==> config.mk <==
export PLATFORM = sky130hd
export DESIGN_NAME = minirv_exec_top
export DESIGN_NICKNAME = d
export VERILOG_FILES = /design/src/hw/minirv_bus_pkg.sv /design/src/hw/minirv_isa_pkg.sv /design/src/hw/regfile_if.sv /design/src/hw/alu_exec.sv /design/src/hw/axil_host_port.sv /design/src/hw/minirv_exec_top.sv /design/src/hw/regfile_1w2r.sv /design/src/hw/regfile_arbiter.sv
export VERILOG_INCLUDE_DIRS = /design/src /design/src/hw
export SDC_FILE = /design/constraint.sdc
export NUM_CORES = 2
export LEC_CHECK = 0
export ABC_AREA = 1
export BUFFER_PORTS_ARGS = -buffer_cell sky130_fd_sc_hd__buf_2
export CORE_MARGIN = 2
export CORE_UTILIZATION = 55
export DETAILED_ROUTE_END_ITERATION = 8
export PLACE_DENSITY = 0.74
export SLEW_MARGIN = 0
export SYNTH_ARGS = -nofsm -noshare
export SYNTH_HDL_FRONTEND = slang
export SYNTH_SLANG_ARGS = --single-unit
==> constraint.sdc <==
create_clock -name clk -period 4.4 [get_ports clk]
set_clock_uncertainty 0.05 [all_clocks]
set_input_delay 0 -clock clk [delete_from_list [all_inputs] [get_ports clk]]
set_output_delay 0 -clock clk [all_outputs]
set_load 0.005 [all_outputs]
==> src/hw/minirv_cfg.svh <==
//--------------------------------------------------------------------------
// Minirv execute subsystem configuration
// Register file geometry and host address map constants
//--------------------------------------------------------------------------
`ifndef MINIRV_CFG_SVH
`define MINIRV_CFG_SVH

// Architectural registers, x0 to x15
`define MINIRV_N_REGS 16
`define MINIRV_XLEN 32
// Index width for the 16 registers
`define MINIRV_RADDR_W 4

// Host side, byte address width
`define MINIRV_AXIL_AW 12
// Writing here submits one instruction word
`define MINIRV_CMD_ADDR 12'h100

`endif

==> src/hw/minirv_bus_pkg.sv <==
//--------------------------------------------------------------------------
// Host bus definitions, AXI4-Lite responses and address map regions
//--------------------------------------------------------------------------
package minirv_bus_pkg;

	// Only the two responses this slave ever returns
	typedef enum logic [1:0] {
		RESP_OKAY = 2'b00,
		RESP_SLVERR = 2'b10
	} axil_resp_e;

	// Result of decoding one host address
	typedef enum logic [1:0] {
		REGION_REG,
		REGION_CMD,
		REGION_NONE
	} host_region_e;

endpackage

==> src/hw/minirv_isa_pkg.sv <==
//--------------------------------------------------------------------------
// RV32E integer subset, instruction layouts, opcodes and ALU operations
//--------------------------------------------------------------------------
package minirv_isa_pkg;

	// Register-register layout
	typedef struct packed {
		logic [6:0] funct7;
		logic [4:0] rs2;
		logic [4:0] rs1;
		logic [2:0] funct3;
		logic [4:0] rd;
		logic [6:0] opcode;
	} instr_r_t;

	// Register-immediate layout, imm[11:5] overlays funct7
	typedef struct packed {
		logic [11:0] imm;
		logic [4:0] rs1;
		logic [2:0] funct3;
		logic [4:0] rd;
		logic [6:0] opcode;
	} instr_i_t;

	// One instruction word, seen through either layout
	typedef union packed {
		instr_r_t r;
		instr_i_t i;
	} instr_u;

	localparam logic [6:0] OPC_OP = 7'b0110011;
	localparam logic [6:0] OPC_OP_IMM = 7'b0010011;

	localparam logic [2:0] F3_ADD_SUB = 3'b000;
	localparam logic [2:0] F3_SLL = 3'b001;
	localparam logic [2:0] F3_SLT = 3'b010;
	localparam logic [2:0] F3_SLTU = 3'b011;
	localparam logic [2:0] F3_XOR = 3'b100;
	localparam logic [2:0] F3_SRL_SRA = 3'b101;
	localparam logic [2:0] F3_OR = 3'b110;
	localparam logic [2:0] F3_AND = 3'b111;

	typedef enum logic [3:0] {
		ALU_ADD, ALU_SUB, ALU_AND, ALU_OR, ALU_XOR,
		ALU_SLL, ALU_SRL, ALU_SRA, ALU_SLT, ALU_SLTU
	} alu_op_e;

endpackage

==> src/hw/regfile_if.sv <==
//--------------------------------------------------------------------------
// One requester's access path to the shared register file
//--------------------------------------------------------------------------
`timescale 1ns/1ns
`include "minirv_cfg.svh"

interface regfile_if;

	// Request, held until granted
	logic req;
	logic gnt;

	logic [`MINIRV_RADDR_W-1:0] raddr1;
	logic [`MINIRV_RADDR_W-1:0] raddr2;

	// Write lands on the edge that closes the granted cycle
	logic we;
	logic [`MINIRV_RADDR_W-1:0] waddr;
	logic [`MINIRV_XLEN-1:0] wdata;

	// Valid the cycle after the grant
	logic [`MINIRV_XLEN-1:0] rdata1;
	logic [`MINIRV_XLEN-1:0] rdata2;

	modport requester (
		output req, raddr1, raddr2, we, waddr, wdata,
		input gnt, rdata1, rdata2
	);

	modport arbiter (
		input req, raddr1, raddr2, we, waddr, wdata,
		output gnt, rdata1, rdata2
	);

endinterface

==> src/hw/alu_exec.sv <==
//--------------------------------------------------------------------------
// Execute unit, runs one R-type or I-type ALU instruction at a time
// Operand read, compute with write back, then done or error pulse
//--------------------------------------------------------------------------
`timescale 1ns/1ns
`include "minirv_cfg.svh"

module alu_exec (
	input  logic clk,
	input  logic rst_n,
	input  logic cmd_valid,
	input  minirv_isa_pkg::instr_u cmd_instr,
	output logic cmd_ready,
	output logic cmd_done,
	output logic cmd_err,
	regfile_if.requester rf
);

	typedef enum logic [1:0] {S_IDLE, S_READ, S_EXEC, S_DONE} state_t;

	state_t state;
	logic err_q;
	minirv_isa_pkg::instr_u instr_q;
	minirv_isa_pkg::instr_u dec;
	minirv_isa_pkg::alu_op_e alu_op;
	logic is_op;
	logic is_imm;
	logic [6:0] hi7;
	logic f7_zero;
	logic f7_alt;
	logic funct_ok;
	logic regs_ok;
	logic legal;
	logic [`MINIRV_XLEN-1:0] imm_sext;
	logic [`MINIRV_XLEN-1:0] op_a;
	logic [`MINIRV_XLEN-1:0] op_b;
	logic [4:0] shamt;
	logic [`MINIRV_XLEN-1:0] result;

	// Legality is checked on the incoming word, the rest on the held one
	assign dec = (state == S_IDLE) ? cmd_instr : instr_q;

	assign is_op = dec.r.opcode == minirv_isa_pkg::OPC_OP;
	assign is_imm = dec.i.opcode == minirv_isa_pkg::OPC_OP_IMM;
	// Top seven bits, funct7 or the high immediate
	assign hi7 = dec.r.funct7;
	assign f7_zero = hi7 == 7'b0000000;
	assign f7_alt = hi7 == 7'b0100000;

	always_comb begin
		alu_op = minirv_isa_pkg::ALU_ADD;
		funct_ok = is_imm || f7_zero;
		case (dec.r.funct3)
			minirv_isa_pkg::F3_ADD_SUB: begin
				// No subi, immediate bits are just immediate
				alu_op = (is_op && f7_alt) ? minirv_isa_pkg::ALU_SUB : minirv_isa_pkg::ALU_ADD;
				funct_ok = is_imm || f7_zero || f7_alt;
			end
			minirv_isa_pkg::F3_SLL: begin
				alu_op = minirv_isa_pkg::ALU_SLL;
				funct_ok = f7_zero;
			end
			minirv_isa_pkg::F3_SLT: alu_op = minirv_isa_pkg::ALU_SLT;
			minirv_isa_pkg::F3_SLTU: alu_op = minirv_isa_pkg::ALU_SLTU;
			minirv_isa_pkg::F3_XOR: alu_op = minirv_isa_pkg::ALU_XOR;
			minirv_isa_pkg::F3_SRL_SRA: begin
				alu_op = f7_alt ? minirv_isa_pkg::ALU_SRA : minirv_isa_pkg::ALU_SRL;
				funct_ok = f7_zero || f7_alt;
			end
			minirv_isa_pkg::F3_OR: alu_op = minirv_isa_pkg::ALU_OR;
			default: alu_op = minirv_isa_pkg::ALU_AND;
		endcase
	end

	// RV32E, only x0..x15 exist
	assign regs_ok = !dec.r.rd[4] && !dec.r.rs1[4] && (is_imm || !dec.r.rs2[4]);
	assign legal = (is_op || is_imm) && funct_ok && regs_ok;

	assign imm_sext = {{(`MINIRV_XLEN-12){dec.i.imm[11]}}, dec.i.imm};
	assign op_a = rf.rdata1;
	assign op_b = is_imm ? imm_sext : rf.rdata2;
	assign shamt = op_b[4:0];

	always_comb begin
		case (alu_op)
			minirv_isa_pkg::ALU_ADD: result = op_a + op_b;
			minirv_isa_pkg::ALU_SUB: result = op_a - op_b;
			minirv_isa_pkg::ALU_AND: result = op_a & op_b;
			minirv_isa_pkg::ALU_OR: result = op_a | op_b;
			minirv_isa_pkg::ALU_XOR: result = op_a ^ op_b;
			minirv_isa_pkg::ALU_SLL: result = op_a << shamt;
			minirv_isa_pkg::ALU_SRL: result = op_a >> shamt;
			minirv_isa_pkg::ALU_SRA: result = $signed(op_a) >>> shamt;
			minirv_isa_pkg::ALU_SLT: begin
				result = {{(`MINIRV_XLEN-1){1'b0}}, $signed(op_a) < $signed(op_b)};
			end
			default: result = {{(`MINIRV_XLEN-1){1'b0}}, op_a < op_b};
		endcase
	end

	always_ff @(posedge clk or negedge rst_n) begin
		if (!rst_n) begin
			state <= S_IDLE;
			err_q <= 1'b0;
		end else begin
			case (state)
				S_IDLE: if (cmd_valid) begin
					// Illegal goes straight to the error pulse
					err_q <= !legal;
					state <= legal ? S_READ : S_DONE;
				end
				S_READ: if (rf.gnt) state <= S_EXEC;
				S_EXEC: if (rf.gnt) state <= S_DONE;
				default: state <= S_IDLE;
			endcase
		end
	end

	always_ff @(posedge clk) begin
		if (cmd_valid && cmd_ready) begin
			instr_q <= cmd_instr;
		end
	end

	assign cmd_ready = state == S_IDLE;
	assign cmd_done = (state == S_DONE) && !err_q;
	assign cmd_err = (state == S_DONE) && err_q;

	// Operands in READ, result written in EXEC
	assign rf.req = (state == S_READ) || (state == S_EXEC);
	assign rf.we = state == S_EXEC;
	assign rf.raddr1 = instr_q.r.rs1[`MINIRV_RADDR_W-1:0];
	assign rf.raddr2 = instr_q.r.rs2[`MINIRV_RADDR_W-1:0];
	assign rf.waddr = instr_q.r.rd[`MINIRV_RADDR_W-1:0];
	assign rf.wdata = result;

endmodule

==> src/hw/axil_host_port.sv <==
//--------------------------------------------------------------------------
// AXI4-Lite host port, maps addresses to register accesses
// or instruction submissions, one transaction in flight
//--------------------------------------------------------------------------
`timescale 1ns/1ns
`include "minirv_cfg.svh"

module axil_host_port (
	input  logic clk,
	input  logic rst_n,
	input  logic [`MINIRV_AXIL_AW-1:0] awaddr,
	input  logic awvalid,
	output logic awready,
	input  logic [`MINIRV_XLEN-1:0] wdata,
	// Registers are always written as a whole word
	input  logic [`MINIRV_XLEN/8-1:0] wstrb,
	input  logic wvalid,
	output logic wready,
	output logic [1:0] bresp,
	output logic bvalid,
	input  logic bready,
	input  logic [`MINIRV_AXIL_AW-1:0] araddr,
	input  logic arvalid,
	output logic arready,
	output logic [`MINIRV_XLEN-1:0] rdata,
	output logic [1:0] rresp,
	output logic rvalid,
	input  logic rready,
	output logic cmd_valid,
	output minirv_isa_pkg::instr_u cmd_instr,
	input  logic cmd_ready,
	input  logic cmd_done,
	input  logic cmd_err,
	regfile_if.requester rf
);

	typedef enum logic [2:0] {
		H_IDLE, H_WR_REG, H_WR_CMD, H_WR_WAIT,
		H_RD_REG, H_RD_DATA, H_BRESP, H_RRESP
	} state_t;

	state_t state;
	minirv_bus_pkg::host_region_e aw_region;
	minirv_bus_pkg::host_region_e ar_region;
	minirv_bus_pkg::axil_resp_e bresp_q;
	minirv_bus_pkg::axil_resp_e rresp_q;
	logic wr_take;
	logic rd_take;
	logic [`MINIRV_RADDR_W-1:0] reg_idx;
	logic [`MINIRV_XLEN-1:0] wdata_q;
	logic [`MINIRV_XLEN-1:0] rdata_q;

	function automatic minirv_bus_pkg::host_region_e decode_region(
		input logic [`MINIRV_AXIL_AW-1:0] addr
	);
		if (addr == `MINIRV_CMD_ADDR) begin
			return minirv_bus_pkg::REGION_CMD;
		end
		// Word-aligned and within x0..x15
		if (addr[1:0] == 2'b00 && addr[`MINIRV_AXIL_AW-1:2] < `MINIRV_N_REGS) begin
			return minirv_bus_pkg::REGION_REG;
		end
		return minirv_bus_pkg::REGION_NONE;
	endfunction

	assign aw_region = decode_region(awaddr);
	assign ar_region = decode_region(araddr);

	// AW and W only together, write wins a tie with AR
	assign wr_take = (state == H_IDLE) && awvalid && wvalid;
	assign rd_take = (state == H_IDLE) && arvalid && !(awvalid && wvalid);

	always_ff @(posedge clk or negedge rst_n) begin
		if (!rst_n) begin
			state <= H_IDLE;
			bresp_q <= minirv_bus_pkg::RESP_OKAY;
			rresp_q <= minirv_bus_pkg::RESP_OKAY;
		end else begin
			case (state)
				H_IDLE: begin
					if (wr_take) begin
						bresp_q <= minirv_bus_pkg::RESP_OKAY;
						case (aw_region)
							minirv_bus_pkg::REGION_REG: state <= H_WR_REG;
							minirv_bus_pkg::REGION_CMD: state <= H_WR_CMD;
							default: begin
								bresp_q <= minirv_bus_pkg::RESP_SLVERR;
								state <= H_BRESP;
							end
						endcase
					end else if (rd_take) begin
						// The command address is write-only
						if (ar_region == minirv_bus_pkg::REGION_REG) begin
							rresp_q <= minirv_bus_pkg::RESP_OKAY;
							state <= H_RD_REG;
						end else begin
							rresp_q <= minirv_bus_pkg::RESP_SLVERR;
							state <= H_RRESP;
						end
					end
				end
				H_WR_REG: if (rf.gnt) state <= H_BRESP;
				H_WR_CMD: if (cmd_ready) state <= H_WR_WAIT;
				// Response held until the instruction retires
				H_WR_WAIT: begin
					if (cmd_done || cmd_err) begin
						bresp_q <= cmd_err ? minirv_bus_pkg::RESP_SLVERR
								: minirv_bus_pkg::RESP_OKAY;
						state <= H_BRESP;
					end
				end
				H_RD_REG: if (rf.gnt) state <= H_RD_DATA;
				H_RD_DATA: state <= H_RRESP;
				H_BRESP: if (bready) state <= H_IDLE;
				default: if (rready) state <= H_IDLE;
			endcase
		end
	end

	// Address, write data and read data captures
	always_ff @(posedge clk) begin
		if (wr_take) begin
			wdata_q <= wdata;
			reg_idx <= awaddr[2 +: `MINIRV_RADDR_W];
		end else if (rd_take) begin
			reg_idx <= araddr[2 +: `MINIRV_RADDR_W];
		end
		if (state == H_RD_DATA) begin
			rdata_q <= rf.rdata1;
		end else if (rd_take) begin
			rdata_q <= '0;
		end
	end

	assign awready = wr_take;
	assign wready = wr_take;
	assign arready = rd_take;
	assign bvalid = state == H_BRESP;
	assign bresp = bresp_q;
	assign rvalid = state == H_RRESP;
	assign rresp = rresp_q;
	assign rdata = rdata_q;

	assign cmd_valid = state == H_WR_CMD;
	assign cmd_instr = wdata_q;

	// Single register per access, both read ports on the same index
	assign rf.req = (state == H_WR_REG) || (state == H_RD_REG);
	assign rf.we = state == H_WR_REG;
	assign rf.waddr = reg_idx;
	assign rf.wdata = wdata_q;
	assign rf.raddr1 = reg_idx;
	assign rf.raddr2 = reg_idx;

endmodule

==> src/hw/minirv_exec_top.sv <==
//--------------------------------------------------------------------------
// Minirv execute subsystem top, AXI4-Lite host port, execute unit,
// arbiter and shared register file
//--------------------------------------------------------------------------
`timescale 1ns/1ns
`include "minirv_cfg.svh"

module minirv_exec_top (
	input  logic clk,
	input  logic rst_n,
	input  logic [`MINIRV_AXIL_AW-1:0] awaddr,
	input  logic awvalid,
	output logic awready,
	input  logic [`MINIRV_XLEN-1:0] wdata,
	input  logic [`MINIRV_XLEN/8-1:0] wstrb,
	input  logic wvalid,
	output logic wready,
	output logic [1:0] bresp,
	output logic bvalid,
	input  logic bready,
	input  logic [`MINIRV_AXIL_AW-1:0] araddr,
	input  logic arvalid,
	output logic arready,
	output logic [`MINIRV_XLEN-1:0] rdata,
	output logic [1:0] rresp,
	output logic rvalid,
	input  logic rready
);

	// Instruction handoff
	logic cmd_valid;
	logic cmd_ready;
	logic cmd_done;
	logic cmd_err;
	minirv_isa_pkg::instr_u cmd_instr;

	// Arbiter to register file
	logic [`MINIRV_RADDR_W-1:0] rf_raddr1;
	logic [`MINIRV_RADDR_W-1:0] rf_raddr2;
	logic rf_we;
	logic [`MINIRV_RADDR_W-1:0] rf_waddr;
	logic [`MINIRV_XLEN-1:0] rf_wdata;
	logic [`MINIRV_XLEN-1:0] rf_rdata1;
	logic [`MINIRV_XLEN-1:0] rf_rdata2;

	regfile_if exec_rf ();
	regfile_if host_rf ();

	axil_host_port u_host (
		.clk(clk), .rst_n(rst_n),
		.awaddr(awaddr), .awvalid(awvalid), .awready(awready),
		.wdata(wdata), .wstrb(wstrb), .wvalid(wvalid), .wready(wready),
		.bresp(bresp), .bvalid(bvalid), .bready(bready),
		.araddr(araddr), .arvalid(arvalid), .arready(arready),
		.rdata(rdata), .rresp(rresp), .rvalid(rvalid), .rready(rready),
		.cmd_valid(cmd_valid), .cmd_instr(cmd_instr), .cmd_ready(cmd_ready),
		.cmd_done(cmd_done), .cmd_err(cmd_err),
		.rf(host_rf)
	);

	alu_exec u_exec (
		.clk(clk), .rst_n(rst_n),
		.cmd_valid(cmd_valid), .cmd_instr(cmd_instr), .cmd_ready(cmd_ready),
		.cmd_done(cmd_done), .cmd_err(cmd_err),
		.rf(exec_rf)
	);

	regfile_arbiter u_arb (
		.clk(clk), .rst_n(rst_n),
		.exec_port(exec_rf), .host_port(host_rf),
		.raddr1(rf_raddr1), .raddr2(rf_raddr2),
		.we(rf_we), .waddr(rf_waddr), .wdata(rf_wdata),
		.rdata1(rf_rdata1), .rdata2(rf_rdata2)
	);

	regfile_1w2r u_rf (
		.clk(clk), .rst_n(rst_n),
		.raddr1(rf_raddr1), .raddr2(rf_raddr2),
		.we(rf_we), .waddr(rf_waddr), .wdata(rf_wdata),
		.rdata1(rf_rdata1), .rdata2(rf_rdata2)
	);

endmodule

==> src/hw/regfile_1w2r.sv <==
//--------------------------------------------------------------------------
// Register file, 16 x 32, one write port and two registered read ports
// x0 is never written so it always reads zero
//--------------------------------------------------------------------------
`timescale 1ns/1ns
`include "minirv_cfg.svh"

module regfile_1w2r (
	input  logic clk,
	input  logic rst_n,
	input  logic [`MINIRV_RADDR_W-1:0] raddr1,
	input  logic [`MINIRV_RADDR_W-1:0] raddr2,
	input  logic we,
	input  logic [`MINIRV_RADDR_W-1:0] waddr,
	input  logic [`MINIRV_XLEN-1:0] wdata,
	output logic [`MINIRV_XLEN-1:0] rdata1,
	output logic [`MINIRV_XLEN-1:0] rdata2
);

	logic [`MINIRV_XLEN-1:0] mem [`MINIRV_N_REGS];

	// Flop array, all registers start at zero
	always_ff @(posedge clk or negedge rst_n) begin
		if (!rst_n) begin
			for (int i = 0; i < `MINIRV_N_REGS; i++) begin
				mem[i] <= '0;
			end
			rdata1 <= '0;
			rdata2 <= '0;
		end else begin
			// Index 0 is hardwired
			if (we && waddr != '0) begin
				mem[waddr] <= wdata;
			end
			// Reads follow the addresses every cycle, old data on collision
			rdata1 <= mem[raddr1];
			rdata2 <= mem[raddr2];
		end
	end

endmodule

==> src/hw/regfile_arbiter.sv <==
//--------------------------------------------------------------------------
// Fixed-priority register file arbiter, execute unit over host port
// Read data goes back only to the requester granted last
//--------------------------------------------------------------------------
`timescale 1ns/1ns
`include "minirv_cfg.svh"

module regfile_arbiter (
	input  logic clk,
	input  logic rst_n,
	regfile_if.arbiter exec_port,
	regfile_if.arbiter host_port,
	output logic [`MINIRV_RADDR_W-1:0] raddr1,
	output logic [`MINIRV_RADDR_W-1:0] raddr2,
	output logic we,
	output logic [`MINIRV_RADDR_W-1:0] waddr,
	output logic [`MINIRV_XLEN-1:0] wdata,
	input  logic [`MINIRV_XLEN-1:0] rdata1,
	input  logic [`MINIRV_XLEN-1:0] rdata2
);

	logic exec_owner;
	logic any_gnt;
	// Read addresses of the last grant, replayed while idle
	logic [`MINIRV_RADDR_W-1:0] raddr1_q;
	logic [`MINIRV_RADDR_W-1:0] raddr2_q;

	// Execute unit always wins, host waits
	assign exec_port.gnt = exec_port.req;
	assign host_port.gnt = host_port.req && !exec_port.req;
	assign any_gnt = exec_port.req || host_port.req;

	always_comb begin
		if (exec_port.req) begin
			raddr1 = exec_port.raddr1;
			raddr2 = exec_port.raddr2;
			we = exec_port.we;
			waddr = exec_port.waddr;
			wdata = exec_port.wdata;
		end else if (host_port.req) begin
			raddr1 = host_port.raddr1;
			raddr2 = host_port.raddr2;
			we = host_port.we;
			waddr = host_port.waddr;
			wdata = host_port.wdata;
		end else begin
			// Keeps read data steady until the next grant
			raddr1 = raddr1_q;
			raddr2 = raddr2_q;
			we = 1'b0;
			waddr = host_port.waddr;
			wdata = host_port.wdata;
		end
	end

	always_ff @(posedge clk or negedge rst_n) begin
		if (!rst_n) begin
			exec_owner <= 1'b0;
			raddr1_q <= '0;
			raddr2_q <= '0;
		end else if (any_gnt) begin
			exec_owner <= exec_port.req;
			raddr1_q <= raddr1;
			raddr2_q <= raddr2;
		end
	end

	// Return path steered by last owner
	assign exec_port.rdata1 = exec_owner ? rdata1 : '0;
	assign exec_port.rdata2 = exec_owner ? rdata2 : '0;
	assign host_port.rdata1 = exec_owner ? '0 : rdata1;
	assign host_port.rdata2 = exec_owner ? '0 : rdata2;

endmodule

==> results.txt <==
Via density = 6.24
Shortest period the worst path allows = 4350 ps
Initial Utilization = 55.5%
Clk Latency, worst-skew pair = 670 ps
CP max stage cell = dfrtp_1
CTS clk-pin slew, worst paths = 80 ps
Ys async rst share = 85.6%
Outcome = completed
Cell count after synthesis = 6636
WS Path Type = reg -> reg
Final setup viols = 0
Post-synth EDFFs = 100
Clock sinks = 693
CP peak stage delay = 390 ps
Most common cell in the netlist = nand2_1
Crit path top cell by count = buf_4
Die Wd = 291 um
Largest net degree at the start of global routing = 128
Final hold vios = 0
Number of remaining DRC errors = 0
GP Congestion = 1.13
Global-route wire length before repair = 293000 um
Slew HR = 21.3%
Antenna Nets Post-Route = 0
Top-level port count = 108
Cell family with the largest share of critical-path delay = compound AO/OA/AOI/OAI gates
Main flop type after synthesis = dfrtp_1
RSZ-0062 raised after global routing = yes
Grt ovf = 0
Crit share post-route = 99.0%
Largest area contributor in the netlist = dfrtp_1
Library cells used by synthesis = 57
Input/output buffers = 101
Area share of the largest cell type after synthesis = 32.6%
Layout cells sized above 1 = 16.9%
Yosys warning count = 0
Filler instances = 7093
Vias in the first global route = 47.6k
Post-Syn Area = 45500 um^2
Post-synthesis sequential area ratio = 39.2%
MaxCap Viol Count = 0
Cell Count, Final, Fillers Out = 8089
Drt total wl = 200000 um
Nets = 7128
Die Y-Extent = 291 um
Crit. End Element = flop
Drt first pass iters = 7
Area grow syn2layout = 21.4%
CP arrival = 4860 ps
Mapped Avg Cell Area = 6.85 um^2
DR WL/cell = 24.7 um
Die ar. = 85000 um^2
Critical path fanouts, max = 8
CTS buffer count = 77
Dpl hpwl = 133000 um
Buf/Inv on CP = 8
Inst Count DP = 7855
H-tree levels = 3
CP Launch Type = flop
CTS tree = yes
Synthesized flop and latch total = 693
Initial antenna violation count = 5
WP data required = 4910 ps
CTS max path bufs = 3
Slew Limit Fails = 0
DR vias = 50.5k
Core Rows = 105
Initial DRC Count = 7380
Hold crit path type = in -> reg
Synth top area cells = dfrtp_1 33%, nand2_1 20%, o21ai_0 7.2%
Synth top cells by count = 2456 x nand2_1, 657 x o21ai_0, 593 x dfrtp_1
Max Clock Freq = 0.230 GHz
Gr usage total = 45.6%
Worst slew pin tran = 1170 ps
CTS root buffer = clkbuf_16
Core area = 82000 um^2
registers in the layout, indices dropped and copies added, names as in the netlist:
register / count
u_rf.mem: 512
u_exec.instr_q: 32
u_host.cmd_instr: 32
u_host.rdata: 32
u_rf.rdata1: 32
u_rf.rdata2: 32
u_arb.raddr1_q: 4
u_arb.raddr2_q: 4
u_host.rf.raddr1: 4
u_host.state: 3
u_exec.state: 2
u_arb.exec_owner: 1
u_exec.err_q: 1
u_host.bresp: 1
u_host.rresp: 1
cells by family after synthesis:
kind of cell | count (synthesis) | synth area share [%]
compound gates | 1439 | 18.6
xor+xnor | 9 | 0.173
fa+ha+maj | 104 | 2.90
buf+inv | 1067 | 9.61
flops | 693 | 39.2
mux | 2 | 0.0468
other cells | 1 | 0.00825
simple gates | 3321 | 29.5
cell type report:
type / count / area (um^2) / area share, %
Antenna cell: 3 / 7.51 / 0.0136
Clock buffer: 112 / 2290 / 4.15
Clock inverter: 26 / 385 / 0.698
Inverter: 586 / 2220 / 4.02
Multi-Input combinational cell: 4880 / 24900 / 45.2
Sequential cell: 693 / 17800 / 32.3
Tap cell: 1070 / 1340 / 2.43
Timing Repair Buffer: 719 / 6180 / 11.2
metrics by stage:
stage          worst slack, ps  setup TNS (ps)  area (um^2)  util, %  hold WS [ps]
2_1_floorplan              106               0        45500        -          -346
3_3_place_gp              -422          -29470        50000     61.0          35.1
3_5_place_dp              -553          -63990        50000     61.0          45.0
4_1_cts                   4.44               0        53500     65.3         0.696
5_1_grt                   -102           -5490        55200     67.3          25.3
6_report                  45.4               0        55200     67.3          23.0
routing by layer:
metal  global-route usage, %  up-vias  wire (um)
li1                        -    22400          -
met1                    56.1    23400      70700
met2                    68.4     3669      85400
met3                    11.7     1036      25100
met4                    35.8        6      18400
met5                       0        -         35
worst paths after layout:
check                                             to       startpoint  slack (ps)  cells past startpoint
worst max-delay path                   u_rf.mem[271]  u_exec.state[0]          50                     28
worst min-delay path            u_host.cmd_instr[13]        wdata[13]          20                      2
worst max register to register         u_rf.mem[271]  u_exec.state[0]          50                     28
worst min register to register         u_rf.mem[487]    u_rf.mem[487]         340                      0
max in group asynchronous              u_rf.mem[275]            rst_n        2810                      4
min in group asynchronous              u_rf.mem[345]            rst_n         420                      3
repair_timing:
item	CTS	global route
hold endpoints to repair	237	0
pin swaps	8	92
setup endpoints to repair	315	480
hold buffers	57	0
resized for setup	55	351
buffers inserted	3	26
cloned	0	8
cells in the final DEF, fill, tap and decap left out, drive strengths merged, types with 8 or more instances in the layout:
cell type and n:
xor2 9, o211ai 40, a221oi 8, nand4 36, nor3 31, o22ai 9
a31oi 11, clkinv 23, nand3 411, o311ai 66, dlygate4sd3 56, ha 102
clkbuf 118, edfxtp 100, a211oi 72, dfrtp 593, nor2 323, o221ai 136
buf 657, o21bai 9, inv 582, a21oi 379, nand2 2503, nor4 9
o21ai 685
Power is left out: the tool's default activity adds up to more than one toggle a clock period on the data nets, which glitch-free logic cannot reach.
